[config.mk]
export PLATFORM = sky130hd
export DESIGN_NAME = mbxTop
export DESIGN_NICKNAME = d
export VERILOG_FILES = /design/src/logic/mbxGeometryPkg.sv /design/src/logic/mbxCyclePkg.sv /design/src/logic/mbWordIf.sv /design/src/logic/wordRequestSet.sv /design/src/logic/cacheTransferSeq.sv /design/src/logic/memRequestGen.sv /design/src/logic/mbxTop.sv
export SDC_FILE = /design/constraint.sdc
export NUM_CORES = 1
export LEC_CHECK = 0
export ABC_CLOCK_PERIOD_IN_PS = 1900
export BUFFER_PORTS_ARGS = -buffer_cell sky130_fd_sc_hd__buf_2
export CAP_MARGIN = 30
export CELL_PAD_IN_SITES_DETAIL_PLACEMENT = 1
export CELL_PAD_IN_SITES_GLOBAL_PLACEMENT = 1
export CORE_MARGIN = 5
export CORE_UTILIZATION = 35
export DETAILED_ROUTE_END_ITERATION = 12
export PLACE_DENSITY = 0.84
export REMOVE_ABC_BUFFERS = 1
export SKIP_LAST_GASP = 1
export SLEW_MARGIN = 20
export SYNTH_ARGS = -nofsm -noshare
export SYNTH_HDL_FRONTEND = slang
export SYNTH_SLANG_ARGS = --single-unit
[constraint.sdc]
create_clock -name clk -period 1.9 [get_ports clk]
set_clock_uncertainty 0.1 [all_clocks]
set_input_delay 0.38 -clock clk [delete_from_list [all_inputs] [get_ports clk]]
set_output_delay 0.38 -clock clk [all_outputs]
set_load 0.05 [all_outputs]
[src/logic/mbxGeometryPkg.sv]
// Memory buffer geometry

package mbxGeometryPkg;

  ////////////////////////////////////////
  // Line and buffer size
  ////////////////////////////////////////

  // Words in one cache line, and so in the buffer
  localparam int wordsPerLine = 4;

  // Index width follows the word count
  localparam int wordIdxWidth = $clog2(wordsPerLine);

  ////////////////////////////////////////
  // Word types
  ////////////////////////////////////////

  // Index of one buffer word
  typedef logic [wordIdxWidth-1:0] wordIdx_t;

  // One bit per buffer word, bit i for word i
  typedef logic [wordsPerLine-1:0] wordMask_t;

endpackage : mbxGeometryPkg

[src/logic/mbxCyclePkg.sv]
// Transfer and memory cycle kinds

package mbxCyclePkg;

  // Cache-to-buffer sequencer states
  typedef enum logic [2:0] {
    XferIdle = 3'd0,
    XferT1   = 3'd1,
    XferT2   = 3'd2,
    XferT3   = 3'd3,
    XferT4   = 3'd4
  } xferState_e;

  // Kind of the next memory cycle
  typedef enum logic [1:0] {
    CycIdle       = 2'd0,
    CycReadLine   = 2'd1,
    CycReadWord   = 2'd2,
    CycWriteWords = 2'd3
  } memCycle_e;

endpackage : mbxCyclePkg

[src/logic/mbWordIf.sv]
// Per-word request set bus

interface mbWordIf;
  import mbxGeometryPkg::*;

  // Registered state of the set
  wordMask_t pendingMask;
  logic      anyPending;
  // Lowest pending word, 0 when nothing pending
  wordIdx_t  selIndex;

  // Requests into the set
  wordMask_t setMask;
  logic      clearSel;

  modport store (output pendingMask, anyPending, selIndex,
                 input  setMask, clearSel);

  modport control (output setMask, clearSel,
                   input  pendingMask, anyPending, selIndex);

  modport producer (output setMask,
                    input  anyPending, selIndex);

  modport consumer (output clearSel,
                    input  pendingMask, anyPending, selIndex);

endinterface : mbWordIf

[src/logic/wordRequestSet.sv]
// Per-word pending request set

module wordRequestSet #(
  parameter int NumWords = mbxGeometryPkg::wordsPerLine
) (
  input logic   clk,
  input logic   rst,
  mbWordIf.store reqs
);

  localparam int IdxW = (NumWords > 1) ? $clog2(NumWords) : 1;

  logic [NumWords-1:0] pending;
  logic [NumWords-1:0] clearMask;
  logic [IdxW-1:0]     selIdx;

  ////////////////////////////////////////
  // Lowest-index priority select
  ////////////////////////////////////////

  // Scan from the top so the lowest set bit is the one that sticks
  always_comb begin
    selIdx = '0;
    for (int i = NumWords - 1; i >= 0; i--) begin
      if (pending[i]) begin
        selIdx = IdxW'(i);
      end
    end
  end

  assign reqs.pendingMask = pending;
  assign reqs.anyPending  = |pending;
  assign reqs.selIndex    = selIdx;

  ////////////////////////////////////////
  // Pending register
  ////////////////////////////////////////

  // One-hot clear of the selected word
  always_comb begin
    clearMask = '0;
    if (reqs.clearSel) begin
      clearMask[selIdx] = 1'b1;
    end
  end

  // Set wins over a clear of the same word
  always_ff @(posedge clk) begin
    if (rst) begin
      pending <= '0;
    end else begin
      pending <= (pending & ~clearMask) | reqs.setMask;
    end
  end

endmodule : wordRequestSet

[src/logic/cacheTransferSeq.sv]
// Cache to buffer transfer sequencer

module cacheTransferSeq (
  input  logic                      clk,
  input  logic                      rst,
  input  logic                      writebackStart,
  input  mbxGeometryPkg::wordMask_t validMask,
  input  logic                      phaseChangeComing,
  output logic                      memWrRq,
  output logic                      cacheToMbDone,
  mbWordIf.control                  xfer,
  mbWordIf.producer                 wrRq
);

  import mbxGeometryPkg::*;
  import mbxCyclePkg::*;

  xferState_e state;
  xferState_e stateNext;

  ////////////////////////////////////////
  // Next state and word moves
  ////////////////////////////////////////

  always_comb begin
    stateNext     = state;
    xfer.setMask  = '0;
    xfer.clearSel = 1'b0;
    wrRq.setMask  = '0;
    memWrRq       = 1'b0;
    cacheToMbDone = 1'b0;

    unique case (state)
      XferIdle: begin
        // Snapshot of the valid words starts a writeback
        if (writebackStart) begin
          xfer.setMask = validMask;
          stateNext    = XferT1;
        end
      end

      XferT1: begin
        if (!xfer.anyPending) begin
          cacheToMbDone = 1'b1;
          stateNext     = XferIdle;
        end else begin
          stateNext = XferT2;
        end
      end

      // Held here until the memory phase comes round
      XferT2: begin
        if (phaseChangeComing) begin
          stateNext = XferT3;
        end
      end

      XferT3: begin
        stateNext = XferT4;
      end

      XferT4: begin
        // Word lands in the buffer and now wants writing to memory
        memWrRq       = 1'b1;
        xfer.clearSel = 1'b1;
        wrRq.setMask  = wordMask_t'(1) << xfer.selIndex;
        stateNext     = XferT1;
      end

      default: begin
        stateNext = XferIdle;
      end
    endcase
  end

  ////////////////////////////////////////
  // State register
  ////////////////////////////////////////

  always_ff @(posedge clk) begin
    if (rst) begin
      state <= XferIdle;
    end else begin
      state <= stateNext;
    end
  end

endmodule : cacheTransferSeq

[src/logic/memRequestGen.sv]
// Memory request cycle builder

module memRequestGen (
  input  logic                      clk,
  input  logic                      rst,
  input  logic                      readRequest,
  input  logic                      oneWordRead,
  input  mbxGeometryPkg::wordIdx_t  readAdr,
  input  mbxGeometryPkg::wordMask_t validMask,
  input  logic                      memAck,
  output mbxCyclePkg::memCycle_e    memCycle,
  output mbxGeometryPkg::wordMask_t memRqWords,
  mbWordIf.consumer                 wrRq
);

  import mbxGeometryPkg::*;
  import mbxCyclePkg::*;

  memCycle_e cycleNext;
  wordMask_t wordsNext;

  // Reads win over buffered writes
  always_comb begin
    if (readRequest && oneWordRead) begin
      cycleNext = CycReadWord;
      wordsNext = wordMask_t'(1) << readAdr;
    end else if (readRequest) begin
      // Line read fetches only the words the cache lacks
      wordsNext = ~validMask;
      cycleNext = (|wordsNext) ? CycReadLine : CycIdle;
    end else if (wrRq.anyPending) begin
      cycleNext = CycWriteWords;
      wordsNext = wrRq.pendingMask;
    end else begin
      cycleNext = CycIdle;
      wordsNext = '0;
    end
  end

  ////////////////////////////////////////
  // Registered request outputs
  ////////////////////////////////////////

  always_ff @(posedge clk) begin
    if (rst) begin
      memCycle   <= CycIdle;
      memRqWords <= '0;
    end else begin
      memCycle   <= cycleNext;
      memRqWords <= wordsNext;
    end
  end

  // Acknowledge retires the word on the buffer select
  assign wrRq.clearSel = memAck;

endmodule : memRequestGen

[src/logic/mbxTop.sv]
// Memory buffer control top level

module mbxTop (
  input  logic                      clk,
  input  logic                      rst,

  // Writeback side
  input  logic                      writebackStart,
  input  mbxGeometryPkg::wordMask_t validMask,
  input  logic                      phaseChangeComing,

  // Read requests from the cache
  input  logic                      readRequest,
  input  logic                      oneWordRead,
  input  mbxGeometryPkg::wordIdx_t  readAdr,

  // Memory side
  input  logic                      memAck,
  output mbxCyclePkg::memCycle_e    memCycle,
  output mbxGeometryPkg::wordMask_t memRqWords,
  output logic                      memWrRq,
  output logic                      cacheToMbDone,
  output mbxGeometryPkg::wordIdx_t  mbSel,
  output logic                      mbReqHold
);

  import mbxGeometryPkg::*;

  // Cache words still to move, and buffer words waiting for memory
  mbWordIf xferBus ();
  mbWordIf wrRqBus ();

  ////////////////////////////////////////
  // Request sets
  ////////////////////////////////////////

  wordRequestSet #(
    .NumWords (wordsPerLine)
  ) xferSet0 (
    .clk  (clk),
    .rst  (rst),
    .reqs (xferBus.store)
  );

  wordRequestSet #(
    .NumWords (wordsPerLine)
  ) wrRqSet0 (
    .clk  (clk),
    .rst  (rst),
    .reqs (wrRqBus.store)
  );

  ////////////////////////////////////////
  // Sequencer and request builder
  ////////////////////////////////////////

  cacheTransferSeq xferSeq0 (
    .clk               (clk),
    .rst               (rst),
    .writebackStart    (writebackStart),
    .validMask         (validMask),
    .phaseChangeComing (phaseChangeComing),
    .memWrRq           (memWrRq),
    .cacheToMbDone     (cacheToMbDone),
    .xfer              (xferBus.control),
    .wrRq              (wrRqBus.producer)
  );

  memRequestGen reqGen0 (
    .clk         (clk),
    .rst         (rst),
    .readRequest (readRequest),
    .oneWordRead (oneWordRead),
    .readAdr     (readAdr),
    .validMask   (validMask),
    .memAck      (memAck),
    .memCycle    (memCycle),
    .memRqWords  (memRqWords),
    .wrRq        (wrRqBus.consumer)
  );

  // Buffer select follows the lowest pending write
  assign mbSel     = wrRqBus.selIndex;
  assign mbReqHold = wrRqBus.anyPending;

endmodule : mbxTop

==> flow_summary.yaml, run 1 <==
placement:
  global_placement_routability_congestion: 0.762
  placedInstanceArea_um2: 921
  dp_hpwl_um: 1440
  place.port_buffers: 23
final_layout:
  antenna-diode-count: 0
  most_frequent_standard_cell_in_the_layout_excluding_fill_and_tap_cells: "sky130_fd_sc_hd__buf_2"
  post_route_cells_drive_above_1_share: 0.325
  fillerInstances: 273
  finalNetCount: 128
  most_frequent_cells_in_the_layout: "sky130_fd_sc_hd__buf_2, sky130_fd_sc_hd__dfxtp_1, sky130_fd_sc_hd__nor2_1"
  area_delta_synth_final_pct: 26.2
  finish.instance_area_um2: 971
synthesis:
  yosysWarningCount: 0
  syn-mean-instance-area_um2: 8.65
  number_of_synthesized_register_bits: 17
  post_synthesis_sequential_area_ratio: 0.442
  synth_edf_count: 0
  netlist_area_um2: 769
  synth_cell_type_count: 31
  post_synth_inst_count: 89
  synth_async_sr_flop_share: 0
  synth_flop_cell: "sky130_fd_sc_hd__dfxtp_1"
setup_path:
  critical_path.startpoint_type: "flop"
  crit_end: "cacheToMbDone"
  timing.reg2reg.worst_path_depth: 4
  arrival_ps: 1590
  timing.critical_path.depth: 3
  crit-reg2reg-launch: "xferSeq0.state[2]$_SDFFE_PP0P_"
  critical_path_buf_inv_count: 1
  worst_r2r_endpoint: "xferSet0.reqs.pendingMask[1]$_SDFF_PP0_"
  crit_required_ps: 1420
  critPathLaunch: "xferSet0.reqs.pendingMask[1]$_SDFF_PP0_"
  cpLargestDelayFamily: "simple AND/OR/NAND/NOR gates"
  critical_path_class: "flop to output port"
  slowest_delay_ps: 550
  worst_path_max_delay_cell: "sky130_fd_sc_hd__or4_4"
  critical_path_maximum_fanout: 2
  timing.reg2reg.setup_slack_ps: 460
  end_kind: "output port"
  worstPathCellList: "or4_4 > nor4b_4 > buf_6"
timing:
  rsz_0062_raised_after_global_routing: "true"
  final-max-slew-violation-count: 0
  tightest_slew_ps: 356
  final_min_period_over_clock_period: 1.09
  setup_viol: 1
  fmax_ghz: 0.483
  slew_headroom: 0.763
  min_period_ps: 2070
  hold_ws_ps: 232
  final_critical_path_setup_slack_ps: -170
  report.final.hold_viol_count: 0
grt:
  grt_usage: 0.131
  initial_antenna_violation_count: 0
  grt_overflow_total: 0
  first_global_vias: 760
  grt_max_degree: 15
  first_pass_grt_wire_length_um: 3400
die:
  fp.dieW_um: 56.9
  initial_core_util: 0.358
  die_h_um: 56.9
  core_ar_um2: 2150
  boundaryPins: 24
  dieArea_um2: 3240
  floorplan.rows: 17
outcome:
  outcome: "complete, but fails checks"
  failed_checks: "setup timing"
power:
  p_per_area_nw_per_um2: 745
  finalPower_uw: 723
  comb_power_share: 0.200
  leakage_uw: 0.000423
  power.share.clock: 0.258
  cellInternalPower_uw: 513
  net_switching_power_uw: 210
  switching_share: 0.291
  vdd_drop_max_v: 0.000435
  seqPwrFrac: 0.542
run:
  timing.max_cap.violations: 0
detailed_routing:
  routed-wl-met3_um: 60
  drtIter0Drc: 16
  drt_wl_total_um: 1890
  post-route-drc-count: 0
  route.detailed.wl_per_inst_um: 13.3
  final_antenna_net_count: 0
  wl_met1_um: 999
  detail_route.first_pass.iterations: 3
  vias: 722
  via_per_inst: 5.08
  top_layer: "met4"
  met2RoutedLength_um: 814
clocking:
  clkLatencyLatePin_ps: 280
  clockRootBuffer: "sky130_fd_sc_hd__clkbuf_4"
  max-clock-path-buffers: 2
  post-cts-setup-buffer-count: 0
  cts_sinks: 17
  numCtsBuffers: 3
  cts_max_level: 1
  clkSlewWorstSetupHoldPaths_ps: 90
  clock_tree_from_tritoncts: "done"
worst_hold_path:
  worstHoldPathType: "input port to flop"
[metal layers]
layer,vias up,global-route usage
li1,377,-
met1,334,0.176
met2,9,0.197
met3,2,0.0299
met4,0,0.0596
met5,-,0
[state kept, by name (all words and copies together), names as in the netlist]
register,count
reqGen0.memCycle,2
reqGen0.memRqWords,4
wrRqSet0.reqs.pendingMask,4
xferSeq0.state,3
xferSet0.reqs.pendingMask,4
[cell type report]
type | count | area, um^2 | area share
clock buffers | 4 | 26.3 | 0.0271
well taps | 28 | 35.0 | 0.0361
repair buffers | 26 | 150 | 0.155
multi-input cells | 62 | 398 | 0.410
inverters | 5 | 18.8 | 0.0193
flip-flops and latches | 17 | 343 | 0.353
[cell usage after synthesis, drive strengths merged, types with 3 or more instances]
master,n,area share
dfxtp,17,0.44
nor2,9,0.044
nor3,8,0.052
a21oi,7,0.046
nand2,7,0.034
inv,5,0.024
o21ai,5,0.033
a31oi,3,0.024
clkbuf,3,0.015
[timing repair]
| item | 4_1_cts | 5_1_grt |
|---|---|---|
| gates resized for setup | 4 | 3 |
| hold buffers | 0 | 0 |
| setup endpoints to repair | 2 | 2 |
| gates cloned | 0 | 0 |
[per-stage QoR]
stage	std cells	worst slack [ps]	setup TNS (ps)	utilization
5_1_grt	142	-250	-250	0.452
3_5_place_dp	138	84.6	0	0.429
2_1_floorplan	84	-397	-447	-
6_report	142	-170	-170	0.452
3_3_place_gp	138	95.7	0	0.429
4_1_cts	142	-189	-189	0.444
[power by group through the flow]
stage,registers (uW),clock network (uW),logic [uW]
3_5_place_dp,399,0,138
3_3_place_gp,398,0,136
5_1_grt,396,218,157
6_report,392,186,145
2_1_floorplan,423,0,61.2
4_1_cts,391,195,140
[kinds of logic after synthesis]
family / count (synthesis) / synth area share
flip-flops: 17 / 0.442
buffers and inverters: 10 / 0.0520
AND/OR/NAND/NOR: 36 / 0.273
AO/OA/AOI/OAI: 26 / 0.233
[how the worst min path moves through the flow]
stage,from,end,slack [ps],cells past startpoint
finish,validMask[2],xferSet0.reqs.pendingMask[2]$_SDFF_PP0_,230,2
global route,validMask[1],xferSet0.reqs.pendingMask[1]$_SDFF_PP0_,230,2
CTS,validMask[2],xferSet0.reqs.pendingMask[2]$_SDFF_PP0_,220,2
detailed placement,xferSet0.reqs.pendingMask[3]$_SDFF_PP0_,wrRqSet0.reqs.pendingMask[3]$_SDFF_PP0_,400,2
global placement,xferSet0.reqs.pendingMask[3]$_SDFF_PP0_,wrRqSet0.reqs.pendingMask[3]$_SDFF_PP0_,410,2
floorplan,rst,reqGen0.memCycle[0]$_SDFF_PP0_,350,1
No activity file was read; power rests on OpenSTA's default activity.
==> inputs of run 2 (changes only) <==
--- a/config.mk
+++ b/config.mk
@@ -11,12 +11,13 @@
 export CELL_PAD_IN_SITES_DETAIL_PLACEMENT = 1
 export CELL_PAD_IN_SITES_GLOBAL_PLACEMENT = 1
 export CORE_MARGIN = 5
-export CORE_UTILIZATION = 35
+export CORE_UTILIZATION = 37
+export CTS_BUF_LIST = sky130_fd_sc_hd__clkbuf_8
 export DETAILED_ROUTE_END_ITERATION = 12
-export PLACE_DENSITY = 0.84
+export PLACE_DENSITY = 0.88
 export REMOVE_ABC_BUFFERS = 1
 export SKIP_LAST_GASP = 1
-export SLEW_MARGIN = 20
+export SLEW_MARGIN = 5
 export SYNTH_ARGS = -nofsm -noshare
 export SYNTH_HDL_FRONTEND = slang
 export SYNTH_SLANG_ARGS = --single-unit
==> flow_summary.yaml, run 2 (synthesis results as in run 1) <==
die:
  fp.dieW_um: 55.6
  floorplan.rows: 16
  initial_core_util: 0.388
  core_ar_um2: 1980
  die_h_um: 55.6
  dieArea_um2: 3090
  boundaryPins: 24
outcome:
  failed_checks: "setup timing"
  outcome: "complete, but fails checks"
detailed_routing:
  via_per_inst: 5.42
  met2RoutedLength_um: 1100
  drt_wl_total_um: 2200
  drtIter0Drc: 19
  routed-wl-met3_um: 81
  top_layer: "met3"
  final_antenna_net_count: 0
  wl_met1_um: 1020
  detail_route.first_pass.iterations: 4
  post-route-drc-count: 0
  route.detailed.wl_per_inst_um: 15.5
  vias: 769
setup_path:
  critical_path_class: "flop to output port"
  end_kind: "output port"
  critical_path_maximum_fanout: 2
  crit_required_ps: 1420
  critical_path.startpoint_type: "flop"
  arrival_ps: 1540
grt:
  initial_antenna_violation_count: 0
  first_global_vias: 819
  grt_overflow_total: 0
  grt_max_degree: 15
  grt_usage: 0.153
  first_pass_grt_wire_length_um: 3800
timing:
  rsz_0062_raised_after_global_routing: "true"
  final_critical_path_setup_slack_ps: -118
  setup_viol: 1
  slew_headroom: 0.770
  min_period_ps: 2020
  final_min_period_over_clock_period: 1.06
  final-max-slew-violation-count: 0
  report.final.hold_viol_count: 0
  fin_tns_setup_ps: -118
  tightest_slew_ps: 340
  fmax_ghz: 0.496
clocking:
  cts_sinks: 17
  numCtsBuffers: 3
  max-clock-path-buffers: 2
  clkLatencyLatePin_ps: 250
  ctsHoldBuffers: 0
  clkSlewWorstSetupHoldPaths_ps: 70
  clockRootBuffer: "sky130_fd_sc_hd__clkbuf_8"
  cts_max_level: 1
  clock_tree_from_tritoncts: "done"
power:
  p_per_area_nw_per_um2: 822
  leakage_uw: 0.000437
  vdd_drop_max_v: 0.000641
  comb_power_share: 0.180
  seqPwrFrac: 0.482
  switching_share: 0.292
  net_switching_power_uw: 238
  cellInternalPower_uw: 577
  power.share.clock: 0.338
final_layout:
  multi_input_area_um2: 398
  finalNetCount: 129
  post_route_cells_drive_above_1_share: 0.330
  area_delta_synth_final_pct: 28.9
  antenna-diode-count: 0
  register_area_um2: 342
  most_frequent_standard_cell_in_the_layout_excluding_fill_and_tap_cells: "sky130_fd_sc_hd__buf_2"
  most_frequent_cells_in_the_layout: "sky130_fd_sc_hd__buf_2, sky130_fd_sc_hd__dfxtp_1, sky130_fd_sc_hd__nor2_1"
  fillerInstances: 249
  final_util: 0.501
placement:
  pre_cts_ws_ps: 91.7
  dp_hpwl_um: 1680
  global_placement_routability_congestion: 0.866
  place.port_buffers: 23
worst_hold_path:
  worstHoldPathType: "input port to flop"
run:
  timing.max_cap.violations: 0
## run 2: cell types whose count changed in the layout (fill, tap and decap cells not counted), sizes merged
cell | previous run | this run
clkbuf | 4 | 3
buf | 26 | 27
clkinv | 0 | 1
## run 2: final cells by class
cell class | instances | area share
sequential | 17 | 0.344
tap | 27 | 0.0340
timing repair buffer | 27 | 0.155
inverter | 5 | 0.0189
clock inverter | 1 | 0.00504
multi-input combinational | 62 | 0.401
clock buffer | 3 | 0.0416
## run 2: metrics by stage
stage	cell area [um^2]	hold slack (ps)	std cells	power, uW
6_report	992	264	142	815
3_5_place_dp	927	430	138	540
4_1_cts	976	262	142	816
5_1_grt	992	273	142	855
2_1_floorplan	748	349	84	484
3_3_place_gp	927	408	138	534
## run 2: metal layers
| metal | global-route usage | vias to the layer above |
|---|---|---|
| met2 | 0.250 | 14 |
| met1 | 0.193 | 375 |
| met4 | 0.0556 | 0 |
| li1 | - | 380 |
| met5 | 0 | - |
| met3 | 0.0371 | 0 |
## run 2: power groups by stage
| stage | logic (uW) | registers, uW | clock network, uW |
|---|---|---|---|
| after floorplan | 61.2 | 423 | 0 |
| after detailed placement | 140 | 400 | 0 |
| final | 147 | 393 | 275 |
| after CTS | 142 | 392 | 282 |
| after global placement | 136 | 398 | 0 |
| after global routing | 161 | 396 | 298 |
## run 2: worst paths after layout
| kind | from | end | slack (ps) | cells past startpoint |
|---|---|---|---|---|
| max | xferSet0.reqs.pendingMask[1]$_SDFF_PP0_ | cacheToMbDone | -120 | 3 |
| min reg2reg | wrRqSet0.reqs.pendingMask[1]$_SDFF_PP0_ | wrRqSet0.reqs.pendingMask[1]$_SDFF_PP0_ | 440 | 2 |
| max reg2reg | xferSeq0.state[2]$_SDFFE_PP0P_ | xferSet0.reqs.pendingMask[1]$_SDFF_PP0_ | 450 | 4 |
| min | validMask[2] | xferSet0.reqs.pendingMask[2]$_SDFF_PP0_ | 260 | 2 |
## run 2: repair_timing
item	CTS	global route
setup buffers	0	0
pin swaps	0	0
resized for setup	1	5
endpoints found under the setup margin	1	2
hold endpoints to repair	0	0
cloned	0	0
## run 2: critical path, stage by stage (launching register included)
cell and delay [ps]:
sky130_fd_sc_hd__dfxtp_1 310, sky130_fd_sc_hd__or4_4 550, sky130_fd_sc_hd__nor4b_4 230, sky130_fd_sc_hd__buf_6 190
==> inputs of run 3 (changes only) <==
--- a/config.mk
+++ b/config.mk
@@ -15,6 +15,7 @@
 export CTS_BUF_LIST = sky130_fd_sc_hd__clkbuf_8
 export DETAILED_ROUTE_END_ITERATION = 12
 export PLACE_DENSITY = 0.88
+export RECOVER_POWER = 50
 export REMOVE_ABC_BUFFERS = 1
 export SKIP_LAST_GASP = 1
 export SLEW_MARGIN = 5
==> flow_summary.yaml, run 3 (synthesis results as in run 1) <==
grt:
  grt_usage: 0.153
  initial_antenna_violation_count: 0
  first_pass_grt_wire_length_um: 3800
  first_global_vias: 819
  grt_overflow_total: 0
  grt_max_degree: 15
die:
  dieArea_um2: 3090
  boundaryPins: 24
  die_h_um: 55.6
  core_ar_um2: 1980
  fp.dieW_um: 55.6
  initial_core_util: 0.388
  floorplan.rows: 16
power:
  p_per_area_nw_per_um2: 827
  net_switching_power_uw: 239
  cellInternalPower_uw: 575
  finalPower_uw: 814
  seqPwrFrac: 0.483
  power.share.clock: 0.339
  vdd_drop_max_v: 0.000642
  switching_share: 0.293
  leakage_uw: 0.000415
  comb_power_share: 0.178
setup_path:
  arrival_ps: 1540
  worstPathCellList: "or4_4 > nor4b_4 > buf_6"
  crit_required_ps: 1420
  critical_path_maximum_fanout: 2
  critPathLaunch: "xferSet0.reqs.pendingMask[1]$_SDFF_PP0_"
  critical_path_class: "flop to output port"
  critical_path.startpoint_type: "flop"
  worst_path_max_delay_cell: "sky130_fd_sc_hd__or4_4"
  crit-reg2reg-launch: "xferSeq0.state[2]$_SDFFE_PP0P_"
  slowest_delay_ps: 550
  end_kind: "output port"
outcome:
  failed_checks: "setup timing"
  outcome: "complete, but fails checks"
clocking:
  numCtsBuffers: 3
  clockRootBuffer: "sky130_fd_sc_hd__clkbuf_8"
  clock_tree_from_tritoncts: "done"
  clkLatencyLatePin_ps: 250
  clkSlewWorstSetupHoldPaths_ps: 70
  post-cts-setup-buffer-count: 0
  post_cts_resize_count: 1
  ctsHoldBuffers: 0
  max-clock-path-buffers: 2
  cts_max_level: 1
  cts_sinks: 17
run:
  timing.max_cap.violations: 0
timing:
  final_critical_path_setup_slack_ps: -118
  report.final.hold_viol_count: 0
  rsz_0062_raised_after_global_routing: "true"
  tightest_slew_ps: 609
  fmax_ghz: 0.496
  hold_ws_ps: 264
  min_period_ps: 2020
  slew_headroom: 0.596
  final_min_period_over_clock_period: 1.06
  setup_viol: 1
  final-max-slew-violation-count: 0
detailed_routing:
  route.detailed.wl_per_inst_um: 15.5
  via_per_inst: 5.41
  final_antenna_net_count: 0
  drt_wl_total_um: 2200
  post-route-drc-count: 0
  detail_route.first_pass.iterations: 4
  drtIter0Drc: 17
  vias: 768
placement:
  global_placement_routability_congestion: 0.866
  dp_hpwl_um: 1680
  place.port_buffers: 23
final_layout:
  finalNetCount: 129
  antenna-diode-count: 0
  final_util: 0.497
  post_route_cells_drive_above_1_share: 0.278
  most_frequent_standard_cell_in_the_layout_excluding_fill_and_tap_cells: "sky130_fd_sc_hd__dfxtp_1"
  fillerInstances: 251
  area_delta_synth_final_pct: 28.0
  most_frequent_cells_in_the_layout: "sky130_fd_sc_hd__dfxtp_1, sky130_fd_sc_hd__buf_2, sky130_fd_sc_hd__nor2_1"
worst_hold_path:
  worstHoldPathType: "input port to flop"
  holdCritStartpoint: "validMask[2]"
## run 3: final cells by class
class                      count  area (um^2)  area share
clock buffer                   3         41.3      0.0419
sequential                    17          342       0.347
tap                           27         33.8      0.0343
clock inverter                 1         5.00     0.00508
timing repair buffer          27          146       0.149
inverter                       5         18.8      0.0191
multi-input combinational     62          398       0.404
## run 3: through the flow
stage | setup TNS [ps] | cell area [um^2] | std cells | setup slack [ps]
floorplan | -447 | 748 | 84 | -397
global placement | 0 | 927 | 138 | 92.2
detailed placement | 0 | 927 | 138 | 91.7
CTS | -140 | 976 | 142 | -140
global route | -192 | 985 | 142 | -192
finish | -118 | 985 | 142 | -118
## run 3: power groups by stage
stage	logic, uW	registers, uW	clock network (uW)
floorplan	61.2	423	0
detailed placement	140	400	0
global route	159	396	298
CTS	142	392	282
global placement	136	398	0
finish	145	393	276
## run 3: per-layer routing
layer / share of wire / track usage / wire length [um]
met3: 0.037 / 0.0371 / 81
met5: 0 / 0 / 0
met4: 0 / 0.0556 / 0
met1: 0.47 / 0.193 / 1030
met2: 0.50 / 0.250 / 1090
## run 3: final timing paths
path                                                  end  slack (ps)  depth (start not counted)
setup / recovery                            cacheToMbDone        -120                          3
hold / removal    xferSet0.reqs.pendingMask[2]$_SDFF_PP0_         260                          2
setup reg to reg  xferSet0.reqs.pendingMask[1]$_SDFF_PP0_         450                          4
hold reg to reg   wrRqSet0.reqs.pendingMask[1]$_SDFF_PP0_         440                          2
## run 3: critical path, delay by kind of cell, from the launching register on
kind          cells  cell delay, ps
buf+inv           1             190
flops             1             310
simple gates      2             780
